===== config.mk =====
export PLATFORM = sky130hd
export DESIGN_NAME = debug_unit
export DESIGN_NICKNAME = d
export VERILOG_FILES = /design/src/common/debug_pkg.sv /design/src/control/debug_control.sv /design/src/loader/program_loader.sv /design/src/report/report_sequencer.sv /design/src/verilog/debug_unit.sv
export SDC_FILE = /design/constraint.sdc
export NUM_CORES = 1
export LEC_CHECK = 0
export BUFFER_PORTS_ARGS = -buffer_cell sky130_fd_sc_hd__buf_2
export CAP_MARGIN = 20
export CELL_PAD_IN_SITES_DETAIL_PLACEMENT = 0
export CELL_PAD_IN_SITES_GLOBAL_PLACEMENT = 1
export CORE_MARGIN = 4
export CORE_UTILIZATION = 43
export CTS_CLUSTER_DIAMETER = 40
export DETAILED_ROUTE_END_ITERATION = 16
export PLACE_DENSITY_LB_ADDON = 0.1
export SLEW_MARGIN = 20
export SYNTH_ARGS = -nofsm -noshare
export SYNTH_HDL_FRONTEND = slang
export SYNTH_SLANG_ARGS = --single-unit

===== constraint.sdc =====
create_clock -name i_clock -period 8.37 [get_ports i_clock]
set_clock_uncertainty 0.15 [all_clocks]
set_input_delay 0.4185 -clock i_clock [delete_from_list [all_inputs] [get_ports i_clock]]
set_output_delay 0.4185 -clock i_clock [all_outputs]
set_load 0.01 [all_outputs]

===== src/common/debug_pkg.sv =====
package debug_pkg;

  ////////////////////////////////////////////////////////////////////////////
  // Basic widths
  ////////////////////////////////////////////////////////////////////////////

  typedef logic [7:0]  byte_t;       // One UART byte.
  typedef logic [31:0] word_t;       // MIPS instruction or database word.
  typedef logic [10:0] prog_addr_t;  // Instruction memory word address.

  // Database field driven by the core onto i_database_word.
  typedef enum logic [2:0] {
    DB_IDLE     = 3'd0,  // Nothing selected.
    DB_RUN      = 3'd1,  // Core is executing.
    DB_PC       = 3'd2,  // Program counter.
    DB_CYCLES   = 3'd3,  // Cycle counter.
    DB_ADDER_PC = 3'd4,  // PC + 4 adder output.
    DB_INSTR    = 3'd5   // Fetched instruction.
  } db_sel_t;

  ////////////////////////////////////////////////////////////////////////////
  // Bundles between the blocks
  ////////////////////////////////////////////////////////////////////////////

  // One byte received from the host.
  typedef struct packed {
    logic  valid;  // One cycle strobe.
    byte_t data;   // Received byte.
  } host_byte_t;

  // One byte handed to the UART transmitter.
  typedef struct packed {
    logic  start;  // One cycle pulse.
    byte_t data;   // Byte to send.
  } tx_byte_t;

  // Instruction memory write port.
  typedef struct packed {
    logic       we;    // Write strobe.
    prog_addr_t addr;  // Word address.
    word_t      data;  // Instruction word.
  } prog_write_t;

  ////////////////////////////////////////////////////////////////////////////
  // Host protocol
  ////////////////////////////////////////////////////////////////////////////

  localparam byte_t CMD_SOFT_RESET = 8'h00;  // Reset the core.
  localparam byte_t CMD_LOAD       = 8'h01;  // Load a program, also the ready byte.
  localparam byte_t CMD_RUN        = 8'h03;  // Continuous execution.
  localparam byte_t CMD_STEP       = 8'h07;  // Step by step execution.

  // Bit of the run command that selects step mode.
  localparam int MODE_BIT = 2;

  // Host acknowledge for report step n is n times this code.
  localparam byte_t REPORT_ACK_UNIT = 8'h08;

  // Bytes sent back after a halt.
  localparam int REPORT_STEPS = 10;

  // The HALT instruction is the all zero word, which also ends a program.
  localparam word_t HALT_WORD = '0;

  localparam int BYTES_PER_WORD = 4;  // Program bytes per instruction.

endpackage


===== src/control/debug_control.sv =====
`timescale 1ns/1ps

module debug_control import debug_pkg::*; (
  input  logic       i_clock,
  input  logic       i_reset,
  input  logic       i_rx_done,
  input  byte_t      i_rx_data,
  input  logic       i_soft_reset_ack,
  input  word_t      i_fetch_word,
  input  logic       i_load_done,
  input  tx_byte_t   i_report_tx,
  input  db_sel_t    i_report_db_sel,
  input  logic       i_report_done,
  output host_byte_t o_host_byte,
  output logic       o_load_enable,
  output logic       o_report_enable,
  output logic       o_tx_start,
  output byte_t      o_tx_data,
  output logic       o_soft_reset_req,
  output logic       o_step_mode,
  output logic       o_pc_enable,
  output db_sel_t    o_db_sel
);

  typedef enum logic [2:0] {
    ST_IDLE,           // Wait for a soft reset command.
    ST_RESET_REQ,      // Req high, wait for ack.
    ST_RESET_RELEASE,  // Req low, wait for ack to drop.
    ST_READY,          // Ready byte sent, wait for CMD_LOAD.
    ST_LOAD,           // Program loader owns the host bytes.
    ST_START_WAIT,     // Wait for run or step.
    ST_RUN,            // Core executes until HALT.
    ST_REPORT          // Report sequencer owns the link.
  } state_t;

  state_t state_q;
  state_t state_d;
  logic   rx_done_q;
  logic   host_valid_q;
  byte_t  host_data_q;
  logic   mode_q;         // Step mode of the current run.
  logic   ready_start_q;  // Ready byte pulse.
  logic   run_cmd;

  ////////////////////////////////////////////////////////////////////////////
  // Host byte detection
  ////////////////////////////////////////////////////////////////////////////

  // The receiver drops rx_done once the byte is complete.
  always_ff @(posedge i_clock) begin
    if (!i_reset) begin
      rx_done_q    <= 1'b0;
      host_valid_q <= 1'b0;
    end else begin
      rx_done_q    <= i_rx_done;
      host_valid_q <= rx_done_q & ~i_rx_done;  // Falling edge.
    end
  end

  always_ff @(posedge i_clock) begin
    host_data_q <= i_rx_data;
  end

  assign o_host_byte = '{valid: host_valid_q, data: host_data_q};

  assign run_cmd = host_valid_q && (host_data_q == CMD_RUN || host_data_q == CMD_STEP);

  ////////////////////////////////////////////////////////////////////////////
  // Main FSM
  ////////////////////////////////////////////////////////////////////////////

  always_comb begin
    state_d = state_q;
    case (state_q)
      ST_IDLE: begin
        if (host_valid_q && host_data_q == CMD_SOFT_RESET) begin
          state_d = ST_RESET_REQ;
        end
      end
      ST_RESET_REQ: begin
        if (i_soft_reset_ack) begin
          state_d = ST_RESET_RELEASE;
        end
      end
      ST_RESET_RELEASE: begin
        if (!i_soft_reset_ack) begin
          state_d = ST_READY;
        end
      end
      ST_READY: begin
        if (host_valid_q && host_data_q == CMD_LOAD) begin
          state_d = ST_LOAD;
        end
      end
      ST_LOAD: begin
        if (i_load_done) begin
          state_d = ST_START_WAIT;
        end
      end
      ST_START_WAIT: begin
        if (run_cmd) begin
          state_d = ST_RUN;
        end
      end
      ST_RUN: begin
        if (i_fetch_word == HALT_WORD) begin
          state_d = ST_REPORT;
        end
      end
      ST_REPORT: begin
        if (i_report_done) begin
          state_d = ST_IDLE;
        end
      end
      default: state_d = ST_IDLE;
    endcase
  end

  always_ff @(posedge i_clock) begin
    if (!i_reset) begin
      state_q       <= ST_IDLE;
      mode_q        <= 1'b0;
      ready_start_q <= 1'b0;
    end else begin
      state_q       <= state_d;
      ready_start_q <= (state_q == ST_RESET_RELEASE) && !i_soft_reset_ack;
      if (state_q == ST_START_WAIT && run_cmd) begin
        mode_q <= host_data_q[MODE_BIT];  // Step when set.
      end else if (state_q == ST_REPORT && i_report_done) begin
        mode_q <= 1'b0;
      end
    end
  end

  ////////////////////////////////////////////////////////////////////////////
  // Outputs
  ////////////////////////////////////////////////////////////////////////////

  assign o_soft_reset_req = (state_q == ST_RESET_REQ);
  assign o_load_enable    = (state_q == ST_LOAD);
  assign o_report_enable  = (state_q == ST_REPORT);
  assign o_pc_enable      = (state_q == ST_RUN);
  assign o_step_mode      = mode_q;

  // The sequencer owns the transmitter while reporting.
  assign o_tx_start = o_report_enable ? i_report_tx.start : ready_start_q;
  assign o_tx_data  = o_report_enable ? i_report_tx.data : CMD_LOAD;

  always_comb begin
    case (state_q)
      ST_RUN:    o_db_sel = DB_RUN;
      ST_REPORT: o_db_sel = i_report_db_sel;
      default:   o_db_sel = DB_IDLE;
    endcase
  end

  // Req only drops once the core has answered.
  a_req_drop_after_ack: assert property (@(posedge i_clock) disable iff (!i_reset)
    $fell(o_soft_reset_req) |-> $past(i_soft_reset_ack));

  // The run only ends on a fetched HALT.
  a_run_ends_on_halt: assert property (@(posedge i_clock) disable iff (!i_reset)
    $fell(o_pc_enable) |-> $past(i_fetch_word) == HALT_WORD);

endmodule


===== src/loader/program_loader.sv =====
`timescale 1ns/1ps

module program_loader import debug_pkg::*; (
  input  logic        i_clock,
  input  logic        i_reset,
  input  logic        i_enable,
  input  host_byte_t  i_host_byte,
  output prog_write_t o_prog_write,
  output logic        o_load_done
);

  logic [1:0] byte_cnt_q;  // Bytes of the current word so far.
  prog_addr_t addr_q;      // Next free word address.
  word_t      word_q;      // Partial word, MSB first.
  word_t      word_next;
  logic       word_full;
  logic       we_q;
  logic       done_q;
  prog_addr_t wr_addr_q;
  word_t      wr_data_q;

  // Shift the new byte in at the low end.
  assign word_next = {word_q[23:0], i_host_byte.data};
  assign word_full = i_host_byte.valid && (byte_cnt_q == 2'(BYTES_PER_WORD - 1));

  ////////////////////////////////////////////////////////////////////////////
  // Byte assembly and write control
  ////////////////////////////////////////////////////////////////////////////

  always_ff @(posedge i_clock) begin
    if (!i_reset || !i_enable) begin
      byte_cnt_q <= '0;
      addr_q     <= '0;
      word_q     <= '0;
      we_q       <= 1'b0;
      done_q     <= 1'b0;
    end else begin
      we_q   <= 1'b0;
      done_q <= 1'b0;
      if (i_host_byte.valid) begin
        word_q     <= word_next;
        byte_cnt_q <= byte_cnt_q + 2'd1;  // Wraps every word.
      end
      if (word_full) begin
        if (word_next == HALT_WORD) begin
          done_q <= 1'b1;  // End of program.
        end else begin
          we_q   <= 1'b1;
          addr_q <= addr_q + prog_addr_t'(1);
        end
      end
    end
  end

  // Write payload follows the strobe.
  always_ff @(posedge i_clock) begin
    if (word_full) begin
      wr_addr_q <= addr_q;
      wr_data_q <= word_next;
    end
  end

  assign o_prog_write = '{we: we_q, addr: wr_addr_q, data: wr_data_q};
  assign o_load_done  = done_q;

  // The controller must hold the loader enabled until every write is out.
  a_we_while_enabled: assert property (@(posedge i_clock) disable iff (!i_reset)
    o_prog_write.we |-> i_enable);

endmodule


===== src/report/report_sequencer.sv =====
`timescale 1ns/1ps

module report_sequencer import debug_pkg::*; (
  input  logic       i_clock,
  input  logic       i_reset,
  input  logic       i_enable,
  input  host_byte_t i_host_byte,
  input  word_t      i_database_word,
  output tx_byte_t   o_tx,
  output db_sel_t    o_db_sel,
  output logic       o_done
);

  logic [3:0] step_q;     // Current step, 1 to REPORT_STEPS.
  logic       armed_q;    // Step entered, byte not yet sent.
  logic       start_q;
  logic       done_q;
  byte_t      tx_data_q;
  db_sel_t    field_sel;
  logic [1:0] lane;       // Byte lane of the database word.
  byte_t      ack_code;
  logic       ack_hit;

  ////////////////////////////////////////////////////////////////////////////
  // Field and byte lane per step
  ////////////////////////////////////////////////////////////////////////////

  always_comb begin
    case (step_q)
      4'd1:    begin field_sel = DB_PC;       lane = 2'd1; end
      4'd2:    begin field_sel = DB_PC;       lane = 2'd0; end
      4'd3:    begin field_sel = DB_CYCLES;   lane = 2'd1; end
      4'd4:    begin field_sel = DB_CYCLES;   lane = 2'd0; end
      4'd5:    begin field_sel = DB_ADDER_PC; lane = 2'd1; end
      4'd6:    begin field_sel = DB_ADDER_PC; lane = 2'd0; end
      4'd7:    begin field_sel = DB_INSTR;    lane = 2'd3; end
      4'd8:    begin field_sel = DB_INSTR;    lane = 2'd2; end
      4'd9:    begin field_sel = DB_INSTR;    lane = 2'd1; end
      4'd10:   begin field_sel = DB_INSTR;    lane = 2'd0; end
      default: begin field_sel = DB_IDLE;     lane = 2'd0; end
    endcase
  end

  // Host answers step n with n * REPORT_ACK_UNIT.
  assign ack_code = {4'd0, step_q} * REPORT_ACK_UNIT;
  assign ack_hit  = i_host_byte.valid && (i_host_byte.data == ack_code) && !done_q;

  ////////////////////////////////////////////////////////////////////////////
  // Step counter and transmit pulse
  ////////////////////////////////////////////////////////////////////////////

  always_ff @(posedge i_clock) begin
    if (!i_reset || !i_enable) begin
      step_q  <= 4'd1;
      armed_q <= 1'b1;  // First byte goes out once enabled.
      start_q <= 1'b0;
      done_q  <= 1'b0;
    end else begin
      start_q <= armed_q;
      armed_q <= 1'b0;
      done_q  <= 1'b0;
      if (ack_hit) begin
        if (step_q == 4'(REPORT_STEPS)) begin
          done_q <= 1'b1;
        end else begin
          step_q  <= step_q + 4'd1;
          armed_q <= 1'b1;
        end
      end
    end
  end

  // Database word is valid for the selected field in the armed cycle.
  always_ff @(posedge i_clock) begin
    if (armed_q) begin
      tx_data_q <= i_database_word[{lane, 3'b000} +: 8];
    end
  end

  assign o_tx     = '{start: start_q, data: tx_data_q};
  assign o_db_sel = i_enable ? field_sel : DB_IDLE;
  assign o_done   = done_q;

  // A byte is only sent while the core is driving a report field.
  a_tx_with_field: assert property (@(posedge i_clock) disable iff (!i_reset)
    o_tx.start |-> o_db_sel != DB_IDLE);

endmodule


===== src/verilog/debug_unit.sv =====
`timescale 1ns/1ps

module debug_unit import debug_pkg::*; (
  input  logic        i_clock,
  input  logic        i_reset,
  input  logic        i_rx_done,
  input  byte_t       i_rx_data,
  input  logic        i_soft_reset_ack,
  input  word_t       i_fetch_word,
  input  word_t       i_database_word,
  output logic        o_tx_start,
  output byte_t       o_tx_data,
  output logic        o_soft_reset_req,
  output prog_write_t o_prog_write,
  output logic        o_step_mode,
  output logic        o_pc_enable,
  output db_sel_t     o_db_sel
);

  host_byte_t host_byte;    // Registered host strobe, shared.
  logic       load_enable;
  logic       load_done;
  logic       report_enable;
  tx_byte_t   report_tx;
  db_sel_t    report_db_sel;
  logic       report_done;

  debug_control debug_control_inst (
    .i_clock          (i_clock),
    .i_reset          (i_reset),
    .i_rx_done        (i_rx_done),
    .i_rx_data        (i_rx_data),
    .i_soft_reset_ack (i_soft_reset_ack),
    .i_fetch_word     (i_fetch_word),
    .i_load_done      (load_done),
    .i_report_tx      (report_tx),
    .i_report_db_sel  (report_db_sel),
    .i_report_done    (report_done),
    .o_host_byte      (host_byte),
    .o_load_enable    (load_enable),
    .o_report_enable  (report_enable),
    .o_tx_start       (o_tx_start),
    .o_tx_data        (o_tx_data),
    .o_soft_reset_req (o_soft_reset_req),
    .o_step_mode      (o_step_mode),
    .o_pc_enable      (o_pc_enable),
    .o_db_sel         (o_db_sel)
  );

  program_loader program_loader_inst (
    .i_clock     (i_clock),
    .i_reset     (i_reset),
    .i_enable    (load_enable),
    .i_host_byte (host_byte),
    .o_prog_write(o_prog_write),
    .o_load_done (load_done)
  );

  report_sequencer report_sequencer_inst (
    .i_clock         (i_clock),
    .i_reset         (i_reset),
    .i_enable        (report_enable),
    .i_host_byte     (host_byte),
    .i_database_word (i_database_word),
    .o_tx            (report_tx),
    .o_db_sel        (report_db_sel),
    .o_done          (report_done)
  );

endmodule


* Word-level counts from Yosys, hierarchy flattened
Memories as Yosys holds them, arrays and structs flattened. A register that Yosys moved wholly into a read port is not among the register bits.
Index checks and enable logic that the tools add are counted.
** Cells by class
- Reductions and logical operators :: 27
- Equality and inequality tests :: 21
- Add/subtract/negate cells :: 3
- Shifts and indexed selects :: 1
- Multiplexer cells :: 21
- Bitwise gates (word level) :: 6
** Operators with widths (number)
- $logic_not 32->1 :: 2
- $shiftx 32x6->8 :: 1
- $mux 3 :: 8
- $pmux 3 s8 :: 1
- $eq 3x3->1 const B :: 4
- $add 11x1->11 const B :: 1
- $ne 2x1->1 const B :: 5
- $logic_and 1x1->1 :: 9
- $eq 8x1->1 const B :: 1
- $eq 8x2->1 const B :: 1
- $eq 8x3->1 const B :: 1
- $eq 8x7->1 :: 1
- $logic_not 8->1 :: 1
- $mux 1 :: 8
- $mux 4 :: 2
- $mux 8 :: 1
- $reduce_and 8->1 :: 1
- $eq 3x2->1 const B :: 2
- $ne 2x2->1 const B :: 3
- $pmux 3 s2 :: 1
- $logic_not 1->1 :: 5
- $not 1->1 :: 5
- $add 4x1->4 const B :: 1
- $eq 4x4->1 const B :: 1
- 9 further kinds :: 13
** Word-level totals
- Bits in read-only memories :: 80
- Output and inout port bits :: 59
- Input bits :: 76
- Memories kept :: 1
- Register bits after elaboration :: 112
** Memory list
- (name not given) :: depth 16, bits a word 5, rd ports 1, clocked after memory_dff 1, write ports 0, RTL line report_sequencer.sv:29 : case (step_q)

* Depth between registers and ports, before layout
- Depth in word-level cells :: 6
- Gate-level depth with buffers :: 11
- Depth with buffers taken out :: 11

* By module
Synthesis repeated with hierarchy kept, for this count alone.
** Second synthesis, totals
- Cell total of the unflattened synthesis :: 392
- Area total of the unflattened synthesis :: 4828.4 µm²
** By module, submodules not included
- program_loader :: seq. area each 2072.0 µm², instances 1, cells each 208, area an instance 2920.3 µm²
- report_sequencer :: seq. area each 480.5 µm², instances 1, cells each 96, area an instance 1129.8 µm²
- debug_control :: seq. area each 300.3 µm², instances 1, cells each 88, area an instance 778.2 µm²

* Worst setup path before layout
OpenSTA, ideal clock, no wires.
- Path type :: register to register
- Start point :: register debug_control_inst.host_valid_q
- End point :: register program_loader_inst.addr_q[10]
- Slack :: 5.625 ns
- Data required time :: 8.092 ns
- Arrival time :: 2.467 ns
- Cell stages (with the launch flop) :: 8
- Path buffers :: 1
- Setup time :: 0.128 ns
- Cells stage by stage :: dfxtp_1 > buf_2 > nand2_1 > inv_1 > o311ai_2 > nor4_1 > xnor2_1 > nor2_1
** Between the ends
- Word-level cells in the longest chain between the ends :: 2
** RTL lines
- start: declaration :: RTL line debug_control.sv:39 : logic host_valid_q;
- start signal: assignment :: RTL line debug_control.sv:56 : host_valid_q <= rx_done_q & ~i_rx_done;
- $logic_and 1x1->1 :: RTL line program_loader.sv:24 : assign word_full = i_host_byte.valid && (byte_cnt_q == 2'(BYTES_PER_WORD - 1));
- named net program_loader_inst.word_full :: RTL line program_loader.sv:16 : logic word_full;
- $reduce_and 2->1 (no source line)
- end signal: assignment :: RTL line program_loader.sv:49 : addr_q <= addr_q + prog_addr_t'(1);
- end: declaration :: RTL line program_loader.sv:13 : prog_addr_t addr_q;
The timed path passes the listed nets, and every way through them passes these cells.
A chain may end at the register's enable or synchronous reset.

* Worst setup path after layout
- Start point :: register debug_control_inst.host_valid_q
- End point :: register report_sequencer_inst.field_sel[0] (netlist name)
** Between the ends
- Word-level cells in the longest chain between the ends :: 5
** RTL lines
- $logic_and 1x1->1 (2 in series) :: RTL line report_sequencer.sv:46 : assign ack_hit = i_host_byte.valid && (i_host_byte.data == ack_code) && !done_q;
- $reduce_and 2->1 (no source line)
- $mux 4 (no source line) (2 in series)
No other way between the ends.

==> run_results.csv <==
group,metric,value,unit
cts,cts_setup_buffers,0,
synthesis,ys_warn_count,0,
synthesis,yosysSeqAreaShare,61.1,%
routing,vias,3372,
cts,clockBufferDepth,2,
routing,drtIter0Drc,103,
die,die_area,12600,um^2
cts,cts_tree,"done",
cts,hold_buffers,10,
synthesis,ys_seq_elements,117,
placement,io_buffers,134,
die,start_util,44.6,%
timing,rsz0062_at_grt,"no",
die,fp.coreArea,10500,um^2
synthesis,synthArstFlopShare,0,%
cts,root_buffer,"clkbuf_8",
setup_path,critPathKind,"reg -> reg",
synthesis,netlist_area,4670,um^2
timing,setup_viol,0,
routing,postRouteAntennaNets,0,
synthesis,synth_compound_area_share,5.33,%
die,die_w,112,um
pwr,ir_drop,0.130,mV
cells_and_area,register_area,2850,um^2
synthesis,syn_area_per_cell,12.5,um^2
cts,cts_num_sinks,117,
synthesis,synth_xor_area_share,2.60,%
cells_and_area,final_nets,612,
timing,fmaxAchievable,0.331,GHz
cts,insertion_delay,0.49,ns
synthesis,yosys.area_share.simple,14.9,%
timing,period_minus_slack,3.02,ns
pwr,leakagePower,2.45,nW
placement,place.gp.congestion,0.725,
synthesis,synth_edf_count,51,
die,pin_count,135,
setup_path,start_kind,"flop",
synthesis,synth_adder_area_share,3.21,%
cells_and_area,fin_area,6170,um^2
placement,hpwl,6990,um
timing,finalMaxSlewViolations,0,
cells_and_area,fillers,908,
cells_and_area,n_antenna_cell,0,
synthesis,synth_fp_nets,462,
run,maxCapViolCount,0,
pwr,p_per_area,230,nW/um^2
die,row_count,37,
synthesis,synth_area_leaders,"edfxtp_1, dfxtp_1, mux2i_1, mux4_2, ha_1",
global_routing,grt_antenna_before_repair,0,
cts,cts.clk_slew.worst_paths,0.06,ns
routing,vias_per_cell,5.01,
cells_and_area,area_growth,32.2,%
setup_path,critPathMaxFanout,29,
cells_and_area,multi_input_area,1700,um^2
synthesis,ys_types,49,
placement,placed_cell_area,5450,um^2
global_routing,grt_max_degree,46,
pwr,finalPower,1.42,mW
cts,cts_buffers,17,
setup_path,required,8.61,ns
routing,drt-wirelength-per-cell,14.4,um
hold_path,hold_class,"in -> reg",
global_routing,grt_pass1_wl,16000,um
run_status,status,"completed",
setup_path,cp.arrival,3.26,ns
synthesis,synth_ff_type,"dfxtp_1",
timing,worst_slew_pin_slew,0.781,ns
setup_path,worstSetupEndpointType,"flop",
synthesis,syn_inst,374,
cts,ctsResizeCount,0,
timing,max_slew_margin,46.5,%
cts,htreeDepth,4,
routing,drt-total-wl,9710,um
global_routing,track_usage,15.6,%
die,die_y,112,um
timing,timing.setup.tns,0,ns
synthesis,synth_top_area_cell,"edfxtp_1",
timing,period_share,36.1,%
global_routing,grt_pass1_vias,3411,
synthesis,synth_top_family_by_area,"simple AND/OR/NAND/NOR gates",
timing,finalHoldViolCount,0,
global_routing,grt_overflow,0,
cells_and_area,layout-drive-gt1-share,34.1,%
routing,route.detailed.drc,0,
synthesis,synthMuxAreaShare,10.3,%
synthesis,synth.top_cell.area_share,32.8,%
routing,dr.pass1.iters,5,
-- report_power, final --
part / switching (mW) / total (mW) / internal [mW]
logic: 0.0329 / 0.0710 / 0.0382
clock network: 0.256 / 0.743 / 0.487
registers: 0.00619 / 0.606 / 0.600
-- cell usage in the layout (no fill, tap or decap), types with 12 or more instances in the layout --
| master | instances |
|---|---|
| and3_1 | 12 |
| buf_2 | 134 |
| clkbuf_16 | 16 |
| dfxtp_1 | 66 |
| edfxtp_1 | 51 |
| ha_1 | 12 |
| mux2i_1 | 29 |
| nand2_1 | 19 |
| nor2_1 | 40 |
| nor4_1 | 17 |
-- metrics by stage --
stage / setup slack, ns / hold WS, ns / util (%) / cells
2_1_floorplan: 5.63 / 0.252 / - / 374
3_3_place_gp: 5.40 / 0.296 / 52.1 / 631
3_5_place_dp: 5.33 / 0.293 / 52.1 / 631
4_1_cts: 5.32 / 0.0649 / 59.0 / 673
5_1_grt: 5.06 / 0.0768 / 59.0 / 673
6_report: 5.35 / 0.0801 / 59.0 / 673
-- worst paths after layout --
check	depth (start not counted)	startpoint	end	slack [ns]
worst max-delay path	11	debug_control_inst.host_valid_q$_SDFF_PN0_	report_sequencer_inst.field_sel[0]$_DFF_P_	5.35
worst min-delay path	3	i_reset	debug_control_inst.ready_start_q$_SDFF_PN0_	0.08
worst max register to register	11	debug_control_inst.host_valid_q$_SDFF_PN0_	report_sequencer_inst.field_sel[0]$_DFF_P_	5.35
worst min register to register	0	program_loader_inst.addr_q[10]$_SDFFE_PP0P_	program_loader_inst.wr_addr_q[10]$_DFFE_PP_	0.31
-- sequential cells by signal (all words and copies together) (netlist names), 2 cells and up --
register                         flops
program_loader_inst.wr_data_q       32
program_loader_inst.word_q          24
program_loader_inst.addr_q          11
program_loader_inst.wr_addr_q       11
debug_control_inst.host_data_q       8
report_sequencer_inst.tx_data_q      8
report_sequencer_inst.step_q         4
debug_control_inst.state_q           3
report_sequencer_inst.field_sel      3
program_loader_inst.byte_cnt_q       2
report_sequencer_inst.lane           2
-- per-layer routing --
metal | global-route usage [%] | wire (um)
met5 | 0 | 0
met4 | 4.25 | 122
met3 | 5.98 | 576
met2 | 26.3 | 4860
met1 | 18.8 | 4150
-- cells in the mapped netlist, drive strengths merged, types with 3 or more instances --
cell type	count
a211oi	3
a21oi	7
and2	5
and3	12
buf	7
clkbuf	9
dfxtp	66
edfxtp	51
ha	12
inv	10
mux2i	29
mux4	8
nand2	19
nand2b	3
nand3	8
nand4	8
nor2	40
nor2b	4
nor3	9
nor4	17
o21ai	8
or3	6
xnor2	9
xor2	4
-- kinds of logic after synthesis --
family          after synthesis
compound gates               34
xor+xnor                     13
fa+ha+maj                    12
buf+inv                      26
flops                       117
mux                          38
simple gates                134
-- worst max-delay path: stages (launching register included) --
cell      delay [ns]
dfxtp_1         0.31
buf_4           0.39
nor4b_4         0.32
and2_1          0.20
o2111a_1        0.30
nor2_1          0.08
a211oi_1        0.31
inv_1           0.14
ha_1            0.31
nand2_1         0.06
o32ai_1         0.07
a211o_1         0.29
-- cell type report --
| cell class | instances | share of cell area, % |
|---|---|---|
| clock buffers | 18 | 6.77 |
| clock inverters | 14 | 3.28 |
| inverters | 10 | 0.608 |
| multi-input cells | 231 | 27.5 |
| flip-flops and latches | 117 | 46.2 |
| well taps | 136 | 2.76 |
| repair buffers | 147 | 12.8 |
(Power assumes the default switching activity.)
